==> src/common/pipe_pkg.sv <==
// word and index types, opcodes and micro-op field positions
package pipe_pkg;

    typedef logic [31:0] word_t;
    typedef logic [4:0]  reg_idx_t;
    typedef logic [1:0]  csr_idx_t;
    typedef logic [2:0]  op_t;

    // micro-op opcodes
    localparam op_t OP_NOP   = 3'd0;
    localparam op_t OP_ADD   = 3'd1;
    localparam op_t OP_SUB   = 3'd2;
    localparam op_t OP_ADDI  = 3'd3;
    localparam op_t OP_LW    = 3'd4;
    localparam op_t OP_SW    = 3'd5;
    localparam op_t OP_CSRRW = 3'd6;

    // field bounds inside the 32-bit micro-op
    localparam int OP_HI  = 31;
    localparam int OP_LO  = 29;
    localparam int RD_HI  = 28;
    localparam int RD_LO  = 24;
    localparam int RS1_HI = 23;
    localparam int RS1_LO = 19;
    localparam int RS2_HI = 18;
    localparam int RS2_LO = 14;
    localparam int CSR_HI = 13;
    localparam int CSR_LO = 12;
    // imm is sign-extended from bit 11
    localparam int IMM_HI = 11;
    localparam int IMM_LO = 0;

endpackage
==> src/design/pipe_core.sv <==
// pipeline core top, stages, hazard unit and writeback loop
`timescale 1ns/1ns

module pipe_core
    import pipe_pkg::*;
(
    input  logic     clk,
    input  logic     rst,
    input  logic     instr_valid,
    input  word_t    instr,
    output logic     instr_ready,
    output logic     mem_req,
    output logic     mem_we,
    output word_t    mem_addr,
    output word_t    mem_wdata,
    input  logic     mem_rvalid,
    input  word_t    mem_rdata,
    input  logic     mem_wready,
    output logic     retire_valid,
    output reg_idx_t retire_rd,
    output word_t    retire_data
);

    logic     stall, flush_wb, load_done, store_done;
    op_t      id_op, mem_op;
    reg_idx_t id_rd, id_rs1, id_rs2, ex_rs1, ex_rs2, mem_rd, wb_rd;
    csr_idx_t id_csr, ex_csr, mem_csr, wb_csr;
    word_t    id_imm, id_rs1_data, id_rs2_data, id_csr_data;
    logic     id_write_gpr, id_write_csr, id_mem_to_reg;
    logic     seg_fwd_rs1, seg_fwd_rs2, seg_fwd_csr;
    logic     ex_fwd_rs1, ex_fwd_rs2, ex_fwd_csr;
    word_t    ex_fwd_rs1_data, ex_fwd_rs2_data, ex_fwd_csr_data;
    logic     mem_valid, mem_write_gpr, mem_write_csr, mem_to_reg;
    word_t    mem_alu_out, mem_csr_out, mem_store_data, load_data;
    logic     wb_write_gpr, wb_write_csr;
    word_t    wb_gpr_data, wb_csr_data;

    decode_stage u_decode (
        .clk, .rst, .instr,
        .id_op, .id_rd, .id_rs1, .id_rs2, .id_csr, .id_imm,
        .id_write_gpr, .id_write_csr, .id_mem_to_reg,
        .id_rs1_data, .id_rs2_data, .id_csr_data,
        .seg_fwd_rs1, .seg_fwd_rs2, .seg_fwd_csr,
        // writeback loops back into the register files
        .gpr_we     (wb_write_gpr),
        .gpr_wd_idx (wb_rd),
        .wb_gpr_data,
        .csr_we     (wb_write_csr),
        .csr_wr_idx (wb_csr),
        .wb_csr_data
    );

    hazard_forward u_hazard (
        .instr_valid, .load_done, .store_done,
        .id_rs1, .id_rs2, .id_csr, .ex_rs1, .ex_rs2, .ex_csr,
        .mem_rd, .mem_csr, .mem_write_gpr, .mem_write_csr, .mem_to_reg,
        .mem_alu_out, .mem_csr_out,
        .mem_rdata  (load_data),
        .wb_rd, .wb_csr, .wb_write_gpr, .wb_write_csr, .wb_gpr_data, .wb_csr_data,
        .stall, .flush_wb, .instr_ready,
        .ex_fwd_rs1, .ex_fwd_rs2, .ex_fwd_csr,
        .ex_fwd_rs1_data, .ex_fwd_rs2_data, .ex_fwd_csr_data,
        .seg_fwd_rs1, .seg_fwd_rs2, .seg_fwd_csr
    );

    execute_stage u_execute (
        .clk, .rst, .stall,
        .id_op, .id_rd, .id_rs1, .id_rs2, .id_csr, .id_imm,
        .id_write_gpr, .id_write_csr, .id_mem_to_reg,
        .id_rs1_data, .id_rs2_data, .id_csr_data,
        .ex_fwd_rs1, .ex_fwd_rs2, .ex_fwd_csr,
        .ex_fwd_rs1_data, .ex_fwd_rs2_data, .ex_fwd_csr_data,
        .ex_rs1, .ex_rs2, .ex_csr,
        .mem_valid, .mem_op, .mem_rd, .mem_csr, .mem_write_gpr, .mem_write_csr,
        .mem_to_reg, .mem_alu_out, .mem_csr_out, .mem_store_data
    );

    mem_stage u_mem (
        .clk, .rst, .stall, .flush_wb,
        .mem_valid, .mem_op, .mem_rd, .mem_csr, .mem_write_gpr, .mem_write_csr,
        .mem_to_reg, .mem_alu_out, .mem_csr_out, .mem_store_data,
        .mem_req, .mem_we, .mem_addr, .mem_wdata,
        .mem_rvalid, .mem_rdata, .mem_wready,
        .load_done, .store_done, .load_data,
        .wb_rd, .wb_csr, .wb_write_gpr, .wb_write_csr, .wb_gpr_data, .wb_csr_data,
        .retire_valid, .retire_rd, .retire_data
    );

endmodule

==> src/design/mem_stage.sv <==
// data port driver, access completion tracking and MEM/WB register
`timescale 1ns/1ns

module mem_stage
    import pipe_pkg::*;
(
    input  logic     clk,
    input  logic     rst,
    input  logic     stall,
    input  logic     flush_wb,
    input  logic     mem_valid,
    input  op_t      mem_op,
    input  reg_idx_t mem_rd,
    input  csr_idx_t mem_csr,
    input  logic     mem_write_gpr,
    input  logic     mem_write_csr,
    input  logic     mem_to_reg,
    input  word_t    mem_alu_out,
    input  word_t    mem_csr_out,
    input  word_t    mem_store_data,
    output logic     mem_req,
    output logic     mem_we,
    output word_t    mem_addr,
    output word_t    mem_wdata,
    input  logic     mem_rvalid,
    input  word_t    mem_rdata,
    input  logic     mem_wready,
    output logic     load_done,
    output logic     store_done,
    output word_t    load_data,
    output reg_idx_t wb_rd,
    output csr_idx_t wb_csr,
    output logic     wb_write_gpr,
    output logic     wb_write_csr,
    output word_t    wb_gpr_data,
    output word_t    wb_csr_data,
    output logic     retire_valid,
    output reg_idx_t retire_rd,
    output word_t    retire_data
);

    logic  is_load, is_store, acc_done_q;
    word_t rdata_hold;

    assign is_load  = mem_valid && (mem_op == OP_LW);
    assign is_store = mem_valid && (mem_op == OP_SW);

    // request drops once the access has finished under a stall
    assign mem_req   = (is_load || is_store) && !acc_done_q;
    assign mem_we    = is_store && !acc_done_q;
    assign mem_addr  = mem_alu_out;
    assign mem_wdata = mem_store_data;

    assign load_done  = !is_load || acc_done_q || mem_rvalid;
    assign store_done = !is_store || acc_done_q || mem_wready;

    always_ff @(posedge clk) begin
        if (rst || !stall) begin
            acc_done_q <= 1'b0;
        end else if (mem_req && ((is_load && mem_rvalid) || (is_store && mem_wready))) begin
            acc_done_q <= 1'b1;
        end
    end

    // rdata only lives for the rvalid cycle
    always_ff @(posedge clk) begin
        if (mem_req && is_load && mem_rvalid) begin
            rdata_hold <= mem_rdata;
        end
    end

    assign load_data = acc_done_q ? rdata_hold : mem_rdata;

    always_ff @(posedge clk) begin
        if (rst || flush_wb) begin
            wb_write_gpr <= 1'b0;
            wb_write_csr <= 1'b0;
        end else begin
            wb_write_gpr <= mem_write_gpr;
            wb_write_csr <= mem_write_csr;
        end
    end

    always_ff @(posedge clk) begin
        wb_rd       <= mem_rd;
        wb_csr      <= mem_csr;
        wb_gpr_data <= mem_to_reg ? load_data : mem_alu_out;
        wb_csr_data <= mem_csr_out;
    end

    assign retire_valid = wb_write_gpr;
    assign retire_rd    = wb_rd;
    assign retire_data  = wb_gpr_data;

endmodule

==> src/design/execute_stage.sv <==
// ID/EX register with operand refresh, forwarding muxes, ALU and EX/MEM register
`timescale 1ns/1ns

module execute_stage
    import pipe_pkg::*;
(
    input  logic     clk,
    input  logic     rst,
    input  logic     stall,
    input  op_t      id_op,
    input  reg_idx_t id_rd,
    input  reg_idx_t id_rs1,
    input  reg_idx_t id_rs2,
    input  csr_idx_t id_csr,
    input  word_t    id_imm,
    input  logic     id_write_gpr,
    input  logic     id_write_csr,
    input  logic     id_mem_to_reg,
    input  word_t    id_rs1_data,
    input  word_t    id_rs2_data,
    input  word_t    id_csr_data,
    input  logic     ex_fwd_rs1,
    input  logic     ex_fwd_rs2,
    input  logic     ex_fwd_csr,
    input  word_t    ex_fwd_rs1_data,
    input  word_t    ex_fwd_rs2_data,
    input  word_t    ex_fwd_csr_data,
    output reg_idx_t ex_rs1,
    output reg_idx_t ex_rs2,
    output csr_idx_t ex_csr,
    output logic     mem_valid,
    output op_t      mem_op,
    output reg_idx_t mem_rd,
    output csr_idx_t mem_csr,
    output logic     mem_write_gpr,
    output logic     mem_write_csr,
    output logic     mem_to_reg,
    output word_t    mem_alu_out,
    output word_t    mem_csr_out,
    output word_t    mem_store_data
);

    logic     ex_valid, ex_write_gpr, ex_write_csr, ex_mem_to_reg;
    op_t      ex_op;
    reg_idx_t ex_rd;
    word_t    ex_imm, ex_rs1_q, ex_rs2_q, ex_csr_q;
    word_t    op_a, op_b, op_c, alu_out;

    always_ff @(posedge clk) begin
        if (rst) begin
            ex_valid      <= 1'b0;
            ex_op         <= OP_NOP;
            ex_write_gpr  <= 1'b0;
            ex_write_csr  <= 1'b0;
            ex_mem_to_reg <= 1'b0;
        end else if (!stall) begin
            ex_valid      <= 1'b1;
            ex_op         <= id_op;
            ex_write_gpr  <= id_write_gpr;
            ex_write_csr  <= id_write_csr;
            ex_mem_to_reg <= id_mem_to_reg;
        end
    end

    always_ff @(posedge clk) begin
        if (!stall) begin
            ex_rd    <= id_rd;
            ex_rs1   <= id_rs1;
            ex_rs2   <= id_rs2;
            ex_csr   <= id_csr;
            ex_imm   <= id_imm;
            ex_rs1_q <= id_rs1_data;
            ex_rs2_q <= id_rs2_data;
            ex_csr_q <= id_csr_data;
        end else begin
            // frozen, keep what a producer leaving WB would take away
            if (ex_fwd_rs1) ex_rs1_q <= ex_fwd_rs1_data;
            if (ex_fwd_rs2) ex_rs2_q <= ex_fwd_rs2_data;
            if (ex_fwd_csr) ex_csr_q <= ex_fwd_csr_data;
        end
    end

    assign op_a = ex_fwd_rs1 ? ex_fwd_rs1_data : ex_rs1_q;
    assign op_b = ex_fwd_rs2 ? ex_fwd_rs2_data : ex_rs2_q;
    assign op_c = ex_fwd_csr ? ex_fwd_csr_data : ex_csr_q;

    always_comb begin
        case (ex_op)
            OP_ADD:                  alu_out = op_a + op_b;
            OP_SUB:                  alu_out = op_a - op_b;
            OP_ADDI, OP_LW, OP_SW:   alu_out = op_a + ex_imm;
            // CSRRW returns the old value
            OP_CSRRW:                alu_out = op_c;
            default:                 alu_out = '0;
        endcase
    end

    always_ff @(posedge clk) begin
        if (rst) begin
            mem_valid     <= 1'b0;
            mem_op        <= OP_NOP;
            mem_write_gpr <= 1'b0;
            mem_write_csr <= 1'b0;
            mem_to_reg    <= 1'b0;
        end else if (!stall) begin
            mem_valid     <= ex_valid;
            mem_op        <= ex_op;
            mem_write_gpr <= ex_write_gpr;
            mem_write_csr <= ex_write_csr;
            mem_to_reg    <= ex_mem_to_reg;
        end
    end

    always_ff @(posedge clk) begin
        if (!stall) begin
            mem_rd         <= ex_rd;
            mem_csr        <= ex_csr;
            mem_alu_out    <= alu_out;
            mem_csr_out    <= op_a;
            mem_store_data <= op_b;
        end
    end

endmodule

==> src/design/hazard_forward.sv <==
// hazard detection and forwarding, global stall and writeback flush
`timescale 1ns/1ns

module hazard_forward
    import pipe_pkg::*;
(
    input  logic     instr_valid,
    input  logic     load_done,
    input  logic     store_done,
    input  reg_idx_t id_rs1,
    input  reg_idx_t id_rs2,
    input  csr_idx_t id_csr,
    input  reg_idx_t ex_rs1,
    input  reg_idx_t ex_rs2,
    input  csr_idx_t ex_csr,
    input  reg_idx_t mem_rd,
    input  csr_idx_t mem_csr,
    input  logic     mem_write_gpr,
    input  logic     mem_write_csr,
    input  logic     mem_to_reg,
    input  word_t    mem_alu_out,
    input  word_t    mem_csr_out,
    input  word_t    mem_rdata,
    input  reg_idx_t wb_rd,
    input  csr_idx_t wb_csr,
    input  logic     wb_write_gpr,
    input  logic     wb_write_csr,
    input  word_t    wb_gpr_data,
    input  word_t    wb_csr_data,
    output logic     stall,
    output logic     flush_wb,
    output logic     instr_ready,
    output logic     ex_fwd_rs1,
    output logic     ex_fwd_rs2,
    output logic     ex_fwd_csr,
    output word_t    ex_fwd_rs1_data,
    output word_t    ex_fwd_rs2_data,
    output word_t    ex_fwd_csr_data,
    output logic     seg_fwd_rs1,
    output logic     seg_fwd_rs2,
    output logic     seg_fwd_csr
);

    logic first_rs1, first_rs2, first_csr;
    logic load_rs1, load_rs2;
    logic second_rs1, second_rs2, second_csr;
    logic mem_done;

    // producer in MEM, consumer in EX
    assign first_rs1 = (ex_rs1 == mem_rd) && mem_write_gpr && !mem_to_reg;
    assign first_rs2 = (ex_rs2 == mem_rd) && mem_write_gpr && !mem_to_reg;
    assign first_csr = (ex_csr == mem_csr) && mem_write_csr;

    // load in MEM, pipe waits on mem_rvalid so data comes from the port
    assign load_rs1 = (ex_rs1 == mem_rd) && mem_write_gpr && mem_to_reg;
    assign load_rs2 = (ex_rs2 == mem_rd) && mem_write_gpr && mem_to_reg;

    // producer in WB, consumer in EX
    assign second_rs1 = (ex_rs1 == wb_rd) && wb_write_gpr;
    assign second_rs2 = (ex_rs2 == wb_rd) && wb_write_gpr;
    assign second_csr = (ex_csr == wb_csr) && wb_write_csr;

    // producer in WB, consumer still in ID
    assign seg_fwd_rs1 = (id_rs1 == wb_rd) && wb_write_gpr;
    assign seg_fwd_rs2 = (id_rs2 == wb_rd) && wb_write_gpr;
    assign seg_fwd_csr = (id_csr == wb_csr) && wb_write_csr;

    assign ex_fwd_rs1 = first_rs1 || load_rs1 || second_rs1;
    assign ex_fwd_rs2 = first_rs2 || load_rs2 || second_rs2;
    assign ex_fwd_csr = first_csr || second_csr;

    // MEM wins over WB
    assign ex_fwd_rs1_data = first_rs1 ? mem_alu_out :
                             load_rs1  ? mem_rdata   : wb_gpr_data;
    assign ex_fwd_rs2_data = first_rs2 ? mem_alu_out :
                             load_rs2  ? mem_rdata   : wb_gpr_data;
    assign ex_fwd_csr_data = first_csr ? mem_csr_out : wb_csr_data;

    // whole pipe moves only with a fetch and no open access
    assign mem_done    = load_done && store_done;
    assign instr_ready = mem_done;
    assign stall       = !(instr_valid && mem_done);
    assign flush_wb    = stall;

endmodule

==> src/design/decode_stage.sv <==
// micro-op field decode, register and CSR reads,
// and the writeback forward into the ID/EX inputs
`timescale 1ns/1ns

module decode_stage
    import pipe_pkg::*;
(
    input  logic     clk,
    input  logic     rst,
    input  word_t    instr,
    output op_t      id_op,
    output reg_idx_t id_rd,
    output reg_idx_t id_rs1,
    output reg_idx_t id_rs2,
    output csr_idx_t id_csr,
    output word_t    id_imm,
    output logic     id_write_gpr,
    output logic     id_write_csr,
    output logic     id_mem_to_reg,
    output word_t    id_rs1_data,
    output word_t    id_rs2_data,
    output word_t    id_csr_data,
    input  logic     seg_fwd_rs1,
    input  logic     seg_fwd_rs2,
    input  logic     seg_fwd_csr,
    // writeback side, also the register file write ports
    input  logic     gpr_we,
    input  reg_idx_t gpr_wd_idx,
    input  word_t    wb_gpr_data,
    input  logic     csr_we,
    input  csr_idx_t csr_wr_idx,
    input  word_t    wb_csr_data
);

    word_t rf_rs1, rf_rs2, rf_csr;

    assign id_op  = op_t'(instr[OP_HI:OP_LO]);
    assign id_rd  = instr[RD_HI:RD_LO];
    assign id_rs1 = instr[RS1_HI:RS1_LO];
    assign id_rs2 = instr[RS2_HI:RS2_LO];
    assign id_csr = instr[CSR_HI:CSR_LO];
    assign id_imm = {{20{instr[IMM_HI]}}, instr[IMM_HI:IMM_LO]};

    // only place x0 is checked, later stages trust write_gpr
    assign id_write_gpr  = (id_rd != '0) &&
                           (id_op inside {OP_ADD, OP_SUB, OP_ADDI, OP_LW, OP_CSRRW});
    assign id_write_csr  = (id_op == OP_CSRRW);
    assign id_mem_to_reg = (id_op == OP_LW);

    regfile u_regfile (
        .clk      (clk),
        .rst      (rst),
        .rs1      (id_rs1),
        .rs2      (id_rs2),
        .rs1_data (rf_rs1),
        .rs2_data (rf_rs2),
        .we       (gpr_we),
        .wd_idx   (gpr_wd_idx),
        .wd       (wb_gpr_data)
    );

    csr_file u_csr_file (
        .clk     (clk),
        .rst     (rst),
        .rd_idx  (id_csr),
        .rd_data (rf_csr),
        .we      (csr_we),
        .wr_idx  (csr_wr_idx),
        .wr_data (wb_csr_data)
    );

    // WB result not yet in the files
    assign id_rs1_data = seg_fwd_rs1 ? wb_gpr_data : rf_rs1;
    assign id_rs2_data = seg_fwd_rs2 ? wb_gpr_data : rf_rs2;
    assign id_csr_data = seg_fwd_csr ? wb_csr_data : rf_csr;

endmodule

==> src/design/csr_file.sv <==
// four-entry CSR file, one read and one write port
`timescale 1ns/1ns

module csr_file
    import pipe_pkg::*;
(
    input  logic     clk,
    input  logic     rst,
    input  csr_idx_t rd_idx,
    output word_t    rd_data,
    input  logic     we,
    input  csr_idx_t wr_idx,
    input  word_t    wr_data
);

    word_t csrs [4];

    always_ff @(posedge clk) begin
        if (rst) begin
            for (int i = 0; i < 4; i++) begin
                csrs[i] <= '0;
            end
        end else if (we) begin
            csrs[wr_idx] <= wr_data;
        end
    end

    assign rd_data = csrs[rd_idx];

endmodule

==> src/design/regfile.sv <==
// general register file, two combinational reads and one write port
`timescale 1ns/1ns

module regfile
    import pipe_pkg::*;
(
    input  logic     clk,
    input  logic     rst,
    input  reg_idx_t rs1,
    input  reg_idx_t rs2,
    output word_t    rs1_data,
    output word_t    rs2_data,
    input  logic     we,
    input  reg_idx_t wd_idx,
    input  word_t    wd
);

    word_t regs [32];

    always_ff @(posedge clk) begin
        if (rst) begin
            for (int i = 0; i < 32; i++) begin
                regs[i] <= '0;
            end
        end else if (we) begin
            regs[wd_idx] <= wd;
        end
    end

    // no write bypass, x0 hardwired to zero
    assign rs1_data = (rs1 == '0) ? '0 : regs[rs1];
    assign rs2_data = (rs2 == '0) ? '0 : regs[rs2];

endmodule

==> config.mk <==
export PLATFORM = sky130hd
export DESIGN_NAME = pipe_core
export DESIGN_NICKNAME = d
export VERILOG_FILES = /design/src/common/pipe_pkg.sv /design/src/design/pipe_core.sv /design/src/design/mem_stage.sv /design/src/design/execute_stage.sv /design/src/design/hazard_forward.sv /design/src/design/decode_stage.sv /design/src/design/csr_file.sv /design/src/design/regfile.sv
export SDC_FILE = /design/constraint.sdc
export NUM_CORES = 2
export LEC_CHECK = 0
export CORE_AREA = 5 5 403 444
export CTS_CLUSTER_DIAMETER = 200
export CTS_CLUSTER_SIZE = 24
export DETAILED_ROUTE_END_ITERATION = 12
export DIE_AREA = 0 0 408 449
export DONT_BUFFER_PORTS = 1
export PLACE_DENSITY = 0.69
export SLEW_MARGIN = 20
export SYNTH_ARGS = -nofsm -noshare
export SYNTH_HDL_FRONTEND = slang
export SYNTH_SLANG_ARGS = --single-unit
==> constraint.sdc <==
create_clock -name clk -period 15.1 [get_ports clk]
set_clock_uncertainty 0.2 [all_clocks]
set_input_delay 0 -clock clk [delete_from_list [all_inputs] [get_ports clk]]
set_output_delay 0 -clock clk [all_outputs]
set_load 0.01 [all_outputs]
==> results.cfg <==
[status]
status = finished with violations
violations = hold timing, slew limit

[route]
drc = 0
drtPass1Iterations = 5
vias = 54400
avgViaCountPerCell = 6.59
wl_per_cell_um = 33.1
finalWirelength_mm = 273
initialDrtViolationCount = 8403
ant_nets = 0

[yosys]
synth_edf_count = 1316
synthesis.nets = 6221
ys_warn_count = 0
ys_async_sr_fraction = 0
syn_area_um2 = 77700
ys_seq_area_frac = 0.556
syn_area_per_cell_um2 = 12.7
synth.distinct_cells = 84
ys_seq_elements = 1500
syn_inst = 6118
synth_ff_type = edfxtp_1

[floorplan]
fp.dieArea_um2 = 183000
chipHeight_um = 449
die_w_um = 408
io_pins = 174
initial_core_util = 0.446
fp.coreArea_um2 = 174000
rows = 161

[final_layout]
largest-register = u_decode.u_regfile.regs
nets = 6025
reg_top3 = u_decode.u_regfile.regs x1024, u_decode.u_csr_file.csrs x128
final_cell_mix = edfxtp_1 (1316), and2_1 (1160), mux2i_1 (496), nand2_1 (432), mux4_2 (356)
areaGrowthSynthToFinish_pct = 7.43
final_cells = 8245
largest_reg_flops = 1024
final_core_util = 0.479
final_area_um2 = 83500
drive_gt1_frac = 0.132
final_common_cell = edfxtp_1

[sta]
fin_ws_ps = 7780
fmax_mhz = 137
slew_violations = 188
rsz0062_at_grt = false
post-route-min-period_ps = 7320
tightestPinTransition_ps = 1750
fin_crit_sh = 0.485
final-hold-violation-count = 1
slew-limit-headroom = -0.164
finalSetupTns_ps = 0
setup_viol = 0
holdWs_ps = -8.33

[clock_tree]
cts_sinks = 1500
holdBufCountCts = 159
cts_buffer_depth = 3
cts_root_buffer = clkbuf_16
cts_setup_buffers = 0
h-tree-depth = 3
clock_latency_ps = 720
cts_tree = built
clk_pin_slew_ps = 100
cts-buffers-inserted = 72
cts-resized-gates = 0

[placement]
dp_cells = 7970
place_ws_ps = 7960
numPortBuffers = 0
hpwlAfterDp_mm = 149
placed_area_um2 = 79600
gp_congestion = 0.959

[run]
maxCapViolCount = 0

[worst_hold_path]
hp-class = input port to register
hold_path_startpoint = instr[17]

[setup_path]
worstSetupPathType = register to register
critical_path.startpoint_type = register
crit_path_max_fanout = 19
crit_path_end_kind = register
crit_required_ps = 15350
cp-startpoint = u_mem.retire_rd[3]
r2r_start = u_mem.retire_rd[3]
critPathArrivalTime_ps = 7580

[grt]
grt_use_total = 0.287
grt_pass1_vias = 53100
grt_pass1_wl_mm = 384
overflow = 0
antenna_found_initial = 19
grt_max_degree = 355

[power]
powerDensity_nw_per_um2 = 103
leakagePower_nw = 30.3
ir_drop_mv = 0.105
## report_power, final
part,internal (W),switching (W)
combinational,0.000499,0.000957
sequential,0.00472,0.000150
clock,0.000919,0.00135
total,0.00614,0.00246
## stage by stage
| step | power (W) | hold WS, ps |
|---|---|---|
| global route | 0.00883 | 4.58 |
| floorplan | 0.00581 | -121 |
| finish | 0.00859 | -8.33 |
| detailed placement | 0.00626 | -120 |
| CTS | 0.00854 | 0.917 |
| global placement | 0.00624 | -114 |
## area by class of cell
type                            count  area (µm²)
Multi-Input combinational cell   4008       32300
Inverter                           26         110
Timing Repair Buffer              314        2960
Tap cell                         2282        2860
Clock inverter                      6        96.3
Sequential cell                  1500       43200
Fill cell                       14900       90700
Clock buffer                      100        1950
Antenna cell                        9        22.5
## cells by family after synthesis
| kind of cell | count (synthesis) | share of synthesized area |
|---|---|---|
| xor+xnor | 68 | 0.00776 |
| compound gates | 970 | 0.0810 |
| simple gates | 2024 | 0.143 |
| buf+inv | 610 | 0.0308 |
| mux | 912 | 0.176 |
| flops | 1500 | 0.556 |
| fa+ha+maj | 34 | 0.00557 |
## cell usage after synthesis (33+ instances only)
cell type	n	area [µm²]
nand3_1	110	551
clkbuf_1	455	1710
ha_1	33	413
mux2_2	60	676
nor3_1	41	205
edfxtp_1	1316	39500
buf_1	83	312
a221oi_1	93	815
a21oi_1	178	891
a32oi_1	56	490
o21ai_0	313	1570
mux4_2	356	8020
nand2_1	433	1630
xor2_1	34	298
or2_2	37	231
o211ai_1	54	405
mux2i_1	496	4960
dfxtp_1	184	3680
nor2_1	156	586
and2_1	1160	7260
a22oi_1	106	796
xnor2_1	33	289
## critical path, stage by stage, from the launching register on
cell and delay, ps:
dfxtp_1 750, xnor2_1 230, and4_1 860, nand2_4 320, nand2_1 180, a31oi_1 210
inv_1 110, ha_1 230, nand3_1 160, nor3_1 390, nand2_1 100, a22oi_1 170
o221ai_1 140, a21oi_1 270, ha_1 350, and3_1 240, a221o_1 320, a32oi_1 430
a211oi_1 180, nor2_1 250, o31ai_1 150, a41o_1 280, nor4_1 180, nor3_1 100
xor2_1 130, o22ai_1 90
## routing by layer
metal / track usage / share of wire
met5: 0 / 0.000084
met4: 0.148 / 0.058
met3: 0.0811 / 0.13
met2: 0.460 / 0.46
met1: 0.357 / 0.35
## path summary, 6_finish.rpt
path	end	slack, ps	cells past startpoint
worst min register to register	u_mem.wb_csr_data[17]	170	0
worst max-delay path	u_execute.mem_alu_out[31]	7780	25
worst max register to register	u_execute.mem_alu_out[31]	7780	25
worst min-delay path	u_execute.ex_rs2_q[17]	-8	6
No activity file was read; power rests on OpenSTA's default activity.
